[config.mk]
export PLATFORM = sky130hd
export DESIGN_NAME = dual_timer_top
export DESIGN_NICKNAME = d
export VERILOG_FILES = /design/src/design/timer_pkg.sv /design/src/design/period_timer.sv /design/src/design/irq_combiner.sv /design/src/design/dual_timer_top.sv
export SDC_FILE = /design/constraint.sdc
export NUM_CORES = 1
export LEC_CHECK = 0
export ABC_CLOCK_PERIOD_IN_PS = 4200
export BUFFER_PORTS_ARGS = -buffer_cell sky130_fd_sc_hd__buf_2
export CAP_MARGIN = 10
export CELL_PAD_IN_SITES_DETAIL_PLACEMENT = 1
export CELL_PAD_IN_SITES_GLOBAL_PLACEMENT = 2
export CORE_MARGIN = 3
export CORE_UTILIZATION = 30
export DETAILED_ROUTE_END_ITERATION = 10
export PLACE_DENSITY = 0.7
export RECOVER_POWER = 25
export SLEW_MARGIN = 5
export SYNTH_ARGS = -nofsm -noshare
export SYNTH_HDL_FRONTEND = slang
export SYNTH_SLANG_ARGS = --single-unit
[constraint.sdc]
create_clock -name clk -period 4.2 [get_ports clk]
set_clock_uncertainty 0.1 [all_clocks]
set_input_delay 1.26 -clock clk [delete_from_list [all_inputs] [get_ports clk]]
set_output_delay 1.26 -clock clk [all_outputs]
set_load 0.01 [all_outputs]
[src/design/timer_pkg.sv]
// Dual timer package
// Widths, vector types and limits shared by the timers and the interrupt combiner
package timer_pkg;

    // Period and counter width
    localparam int TIMER_WIDTH = 16;

    // Smallest period the timer honours, lower values act as this
    localparam int MIN_PERIOD = 2;

    // Expiration counter
    localparam int EVENT_COUNT_WIDTH = 8;
    localparam int EVENT_COUNT_MAX   = 255;

    // One status, mask and clear bit per timer, bit 0 is timer a
    localparam int NUM_TIMERS = 2;

    // Period or counter value
    typedef logic [TIMER_WIDTH-1:0] timer_count_t;

    // Saturating expiration count
    typedef logic [EVENT_COUNT_WIDTH-1:0] event_count_t;

    // Per-timer flags
    typedef logic [NUM_TIMERS-1:0] irq_vec_t;

endpackage

[src/design/period_timer.sv]
// Period timer
// Enabled counter that emits a one-cycle expire pulse every period cycles
module period_timer (
    input  logic                    clk,
    input  logic                    rst_n,
    input  logic                    enable,
    input  timer_pkg::timer_count_t period,
    output logic                    expire
);

    timer_pkg::timer_count_t period_clamped;
    timer_pkg::timer_count_t period_reg;     // Input stage
    timer_pkg::timer_count_t active_period;  // Period of the running interval
    timer_pkg::timer_count_t last_count;     // Counter value on the wrap edge
    timer_pkg::timer_count_t counter;
    logic                    running;        // Set once the load edge has passed
    logic                    wrap;
    logic                    compare_q;      // Compare stage, one ahead of expire

    // Periods of 0 and 1 run as the minimum period
    always_comb begin
        if (period < timer_pkg::timer_count_t'(timer_pkg::MIN_PERIOD)) begin
            period_clamped = timer_pkg::timer_count_t'(timer_pkg::MIN_PERIOD);
        end else begin
            period_clamped = period;
        end
    end

    always_ff @(posedge clk) begin
        period_reg <= period_clamped;
    end

    // Interval restarts at the load edge and on each wrap
    always_ff @(posedge clk) begin
        if (enable && !running) begin
            // First interval takes the period presented with enable
            active_period <= period_clamped;
        end else if (enable && wrap) begin
            active_period <= period_reg;
        end
    end

    assign last_count = active_period - timer_pkg::timer_count_t'(1);
    assign wrap       = running && (counter == last_count);

    // Count state, held at zero while disabled
    always_ff @(posedge clk or negedge rst_n) begin
        if (!rst_n) begin
            running <= 1'b0;
            counter <= '0;
        end else if (!enable) begin
            running <= 1'b0;
            counter <= '0;
        end else if (!running) begin
            running <= 1'b1;  // Load edge, counting starts next edge
        end else if (wrap) begin
            counter <= '0;
        end else begin
            counter <= counter + timer_pkg::timer_count_t'(1);
        end
    end

    // Compare then pulse
    // Dropping enable flushes both stages so a pending pulse never leaves
    always_ff @(posedge clk or negedge rst_n) begin
        if (!rst_n) begin
            compare_q <= 1'b0;
            expire    <= 1'b0;
        end else if (!enable) begin
            compare_q <= 1'b0;
            expire    <= 1'b0;
        end else begin
            compare_q <= wrap;
            expire    <= compare_q;  // High for one cycle per interval
        end
    end

endmodule

[src/design/irq_combiner.sv]
// Interrupt combiner
// Sticky expire status, masked interrupt and saturating expiration count
module irq_combiner (
    input  logic                    clk,
    input  logic                    rst_n,
    input  timer_pkg::irq_vec_t     expire,
    input  timer_pkg::irq_vec_t     irq_mask,
    input  timer_pkg::irq_vec_t     status_clear,
    input  logic                    count_clear,
    output timer_pkg::irq_vec_t     status,
    output logic                    irq,
    output timer_pkg::event_count_t event_count
);

    // One spare bit to catch the overflow before saturating
    localparam int SUM_WIDTH = timer_pkg::EVENT_COUNT_WIDTH + 1;

    timer_pkg::irq_vec_t     status_next;
    logic                    irq_next;
    logic [SUM_WIDTH-1:0]    pulse_total;  // Pulses seen this cycle
    logic [SUM_WIDTH-1:0]    count_base;
    logic [SUM_WIDTH-1:0]    count_sum;
    timer_pkg::event_count_t count_next;

    // Write one to clear, a pulse on the same edge keeps its bit set
    assign status_next = (status & ~status_clear) | expire;

    // Level follows the status being written, not the old one
    assign irq_next = |(status_next & irq_mask);

    // Both timers may expire in the same cycle
    always_comb begin
        pulse_total = '0;
        for (int i = 0; i < timer_pkg::NUM_TIMERS; i++) begin
            if (expire[i]) begin
                pulse_total = pulse_total + SUM_WIDTH'(1);
            end
        end
    end

    assign count_base = count_clear ? '0 : {1'b0, event_count};  // Clear then add
    assign count_sum  = count_base + pulse_total;

    always_comb begin
        if (count_sum > SUM_WIDTH'(timer_pkg::EVENT_COUNT_MAX)) begin
            count_next = timer_pkg::event_count_t'(timer_pkg::EVENT_COUNT_MAX);
        end else begin
            count_next = count_sum[timer_pkg::EVENT_COUNT_WIDTH-1:0];
        end
    end

    always_ff @(posedge clk or negedge rst_n) begin
        if (!rst_n) begin
            status <= '0;
            irq    <= 1'b0;
        end else begin
            status <= status_next;
            irq    <= irq_next;  // Moves on the same edge as status
        end
    end

    // Saturating expiration counter
    always_ff @(posedge clk or negedge rst_n) begin
        if (!rst_n) begin
            event_count <= '0;
        end else begin
            event_count <= count_next;
        end
    end

endmodule

[src/design/dual_timer_top.sv]
// Dual interval timer
// Two period timers side by side feeding one interrupt combiner
module dual_timer_top (
    input  logic                    clk,
    input  logic                    rst_n,
    input  logic                    enable_a,
    input  logic                    enable_b,
    input  timer_pkg::timer_count_t period_a,
    input  timer_pkg::timer_count_t period_b,
    input  timer_pkg::irq_vec_t     irq_mask,
    input  timer_pkg::irq_vec_t     status_clear,  // One-cycle strobe per bit
    input  logic                    count_clear,   // One-cycle strobe
    output timer_pkg::irq_vec_t     status,
    output logic                    irq,
    output timer_pkg::event_count_t event_count
);

    // Bit 0 from timer a, bit 1 from timer b
    timer_pkg::irq_vec_t expire_vec;

    period_timer timer_a_inst (
        .clk    (clk),
        .rst_n  (rst_n),
        .enable (enable_a),
        .period (period_a),
        .expire (expire_vec[0])
    );

    period_timer timer_b_inst (
        .clk    (clk),
        .rst_n  (rst_n),
        .enable (enable_b),
        .period (period_b),
        .expire (expire_vec[1])
    );

    // All outputs come from here
    irq_combiner combiner_inst (
        .clk          (clk),
        .rst_n        (rst_n),
        .expire       (expire_vec),
        .irq_mask     (irq_mask),
        .status_clear (status_clear),
        .count_clear  (count_clear),
        .status       (status),
        .irq          (irq),
        .event_count  (event_count)
    );

endmodule

==> impl_metrics.env <==
export IMPL_status="complete, no violations"
export IMPL_drive_gt1_frac=0.1404
export IMPL_ir_drop_mv=0.2557
export IMPL_grt_pass1_vias=4537
export IMPL_synthesis_area_mm2=0.005777
export IMPL_grt_max_degree=28
export IMPL_wirelength_um=14120
export IMPL_crit_path_end_kind="flip-flop"
export IMPL_cap_violations=0
export IMPL_power_density_mw_per_mm2=410.5
export IMPL_relSlewSlack=0.1179
export IMPL_dp_hpwl_um=10520
export IMPL_ys_ff_latch=113
export IMPL_path_clk_slew_ps=60
export IMPL_ys_seq_area_frac=0.4895
export IMPL_power_mw=2.777
export IMPL_yosys_area_share_simple=0.2326
export IMPL_avgSynthCellArea_um2=9.858
export IMPL_rsz0062_at_grt="no"
export IMPL_wire_per_inst_um=15.92
export IMPL_cts_root_buf="clkbuf_16"
export IMPL_top_level_ports=52
export IMPL_register_area_mm2=0.002828
export IMPL_critPathArrivalTime_ps=3500
export IMPL_ant_nets=0
export IMPL_critPathRequiredTime_ps=4140
export IMPL_cp_max_fo=16
export IMPL_portBuffers=51
export IMPL_vias=4297
export IMPL_synth_edff_count=32
export IMPL_finalMaxSlewViolations=0
export IMPL_rrSetupSlack_ps=630
export IMPL_gp_congestion=0.8363
export IMPL_cts_tree="built"
export IMPL_multi_input_area_mm2=0.002709
export IMPL_dr_pass1_iters=4
export IMPL_die_area_mm2=0.02096
export IMPL_cts_path_max_buffers=2
export IMPL_synth_top_family_by_area="simple AND/OR/NAND/NOR gates"
export IMPL_synth_mux_area_frac=0.04765
export IMPL_post_route_period_util=0.8488
export IMPL_first_iter_violations=195
export IMPL_rows=50
export IMPL_n_antenna_cell=0
export IMPL_pre_cts_slack_ps=649.7
export IMPL_cts_repair_resized=0
export IMPL_clk_latency_ps=410
export IMPL_htree_levels=4
export IMPL_grt_pass1_wl_um=23340
export IMPL_setup_tns_ps=0
export IMPL_area_growth_pct=17.09
export IMPL_worstMarginPinSlew_ps=1323
export IMPL_cp_start_kind="flip-flop"
export IMPL_die_h_um=144.8
export IMPL_die_x_um=144.8
export IMPL_route_detailed_drc=0
export IMPL_synthAdderAreaFrac=0.01863
export IMPL_fin_nets=663
export IMPL_core_mm2=0.01883
export IMPL_fin_ws_ps=634.8
export IMPL_post_cts_buffers=0
export IMPL_synth_cells=586
export IMPL_cts_sinks=113
export IMPL_finalSetupViolations=0
export IMPL_grt_overflow=0
export IMPL_post_drt_via_cell_ratio=4.844
export IMPL_grt_total_usage=0.1418
export IMPL_antenna_found_initial=0
export IMPL_start_util=0.3068
export IMPL_nFillCells=2124
export IMPL_cts_buffers=17
export IMPL_synthXorXnorAreaFrac=0.09703
export IMPL_p_leak_nw=2.699
export IMPL_ys_types=59
export IMPL_min_delay_path_class="reg2reg"
export IMPL_max_clock_freq_mhz=280.5
export IMPL_period_minus_slack_ps=3565
export IMPL_async_flop_share=0.4336
export IMPL_synth_compound_area_frac=0.07299
export IMPL_synth_flop_cell="dfrtp_1"
export IMPL_synth_area_leaders="dfrtp_1, edfxtp_1, dfxtp_1"
export IMPL_ctsHoldBuffers=0
export IMPL_synth_top_area_cell="dfrtp_1"
export IMPL_synth_nets=635
export IMPL_yosysWarnings=0
export IMPL_critical_path_class="reg2reg"
export IMPL_synth_top_area_frac=0.2123
export IMPL_hold_viol=0
layout make-up:
class	count	share of cell area
flip-flops and latches	113	0.4181
multi-input cells	410	0.4005
clock buffers	17	0.06289
well taps	260	0.04809
repair buffers	56	0.03755
clock inverters	15	0.02405
inverters	16	0.008879
worst paths after layout:
kind	from	endpoint	depth (start not counted)
setup / recovery	timer_b_inst.active_period[2]	timer_b_inst.active_period[12]	7
hold / removal	timer_b_inst.compare_q	timer_b_inst.expire	1
setup reg to reg	timer_b_inst.active_period[2]	timer_b_inst.active_period[12]	7
hold reg to reg	timer_b_inst.compare_q	timer_b_inst.expire	1
max in group asynchronous	rst_n	timer_a_inst.counter[4]	2
min in group asynchronous	rst_n	combiner_inst.event_count[7]	1
cells by family after synthesis:
kind of cell / Yosys count
compound gates: 58
mux: 25
buf+inv: 63
simple gates: 255
xor+xnor: 64
flops: 113
fa+ha+maj: 8
synthesized netlist by cell type (all sizes together), types with 10 or more instances:
cell type	count
xnor2	25
nor4	15
nand2	69
nor2	48
inv	16
clkbuf	44
nand3	17
nand4	24
mux2	20
dfxtp	32
xor2	39
edfxtp	32
nand2b	15
and3	10
nor3	15
o21ai	14
dfrtp	49
cells in the final DEF (no fill, tap or decap), types with 7 or more instances in the layout:
master,Yosys,final
nand3_1,17,17
nor4_1,14,14
clkbuf_16,0,17
nand2b_1,15,15
nor2_1,48,48
mux2_2,20,20
ha_1,7,7
nand4_1,24,24
buf_2,3,20
nand2_1,69,69
dfxtp_1,32,32
edfxtp_1,32,32
and3_1,10,10
xor2_1,39,39
nor2b_1,7,7
nor3_1,15,15
xnor2_1,25,25
inv_1,16,16
o21ai_0,13,13
dfrtp_1,49,49
clkbuf_1,44,31
layer usage:
metal | GRT usage | up-vias | part of all wire
li1 | - | 2101 | -
met5 | 0 | - | 0
met2 | 0.2286 | 74 | 0.47
met4 | 0.03976 | 0 | 0.0095
met1 | 0.1910 | 2112 | 0.48
met3 | 0.03352 | 10 | 0.034
through the flow:
| stage | hold WS [ps] | std cells | util | instance area [µm²] |
|---|---|---|---|---|
| global placement | 355.3 | 855 | 0.3300 | 6215 |
| finish | 374.3 | 887 | 0.3592 | 6764 |
| global route | 414.2 | 887 | 0.3592 | 6764 |
| CTS | 367.9 | 887 | 0.3613 | 6803 |
| floorplan | 333.6 | 586 | - | 5777 |
| detailed placement | 355.6 | 855 | 0.3300 | 6215 |
worst max-delay path: stages, from the launching register on:
cell and delay, ps:
edfxtp_1 490, or4_1 640, o31a_1 300, o21a_1 190, o31ai_1 290, nand4_1 310
o21ai_0 230, and2_1 620
where the power goes:
group / internal [mW] / switching (mW)
Clock: 0.877 / 0.544
Sequential: 1.17 / 0.0341
Combinational: 0.0635 / 0.0888
Total: 2.11 / 0.667
(Power assumes the default switching activity.)
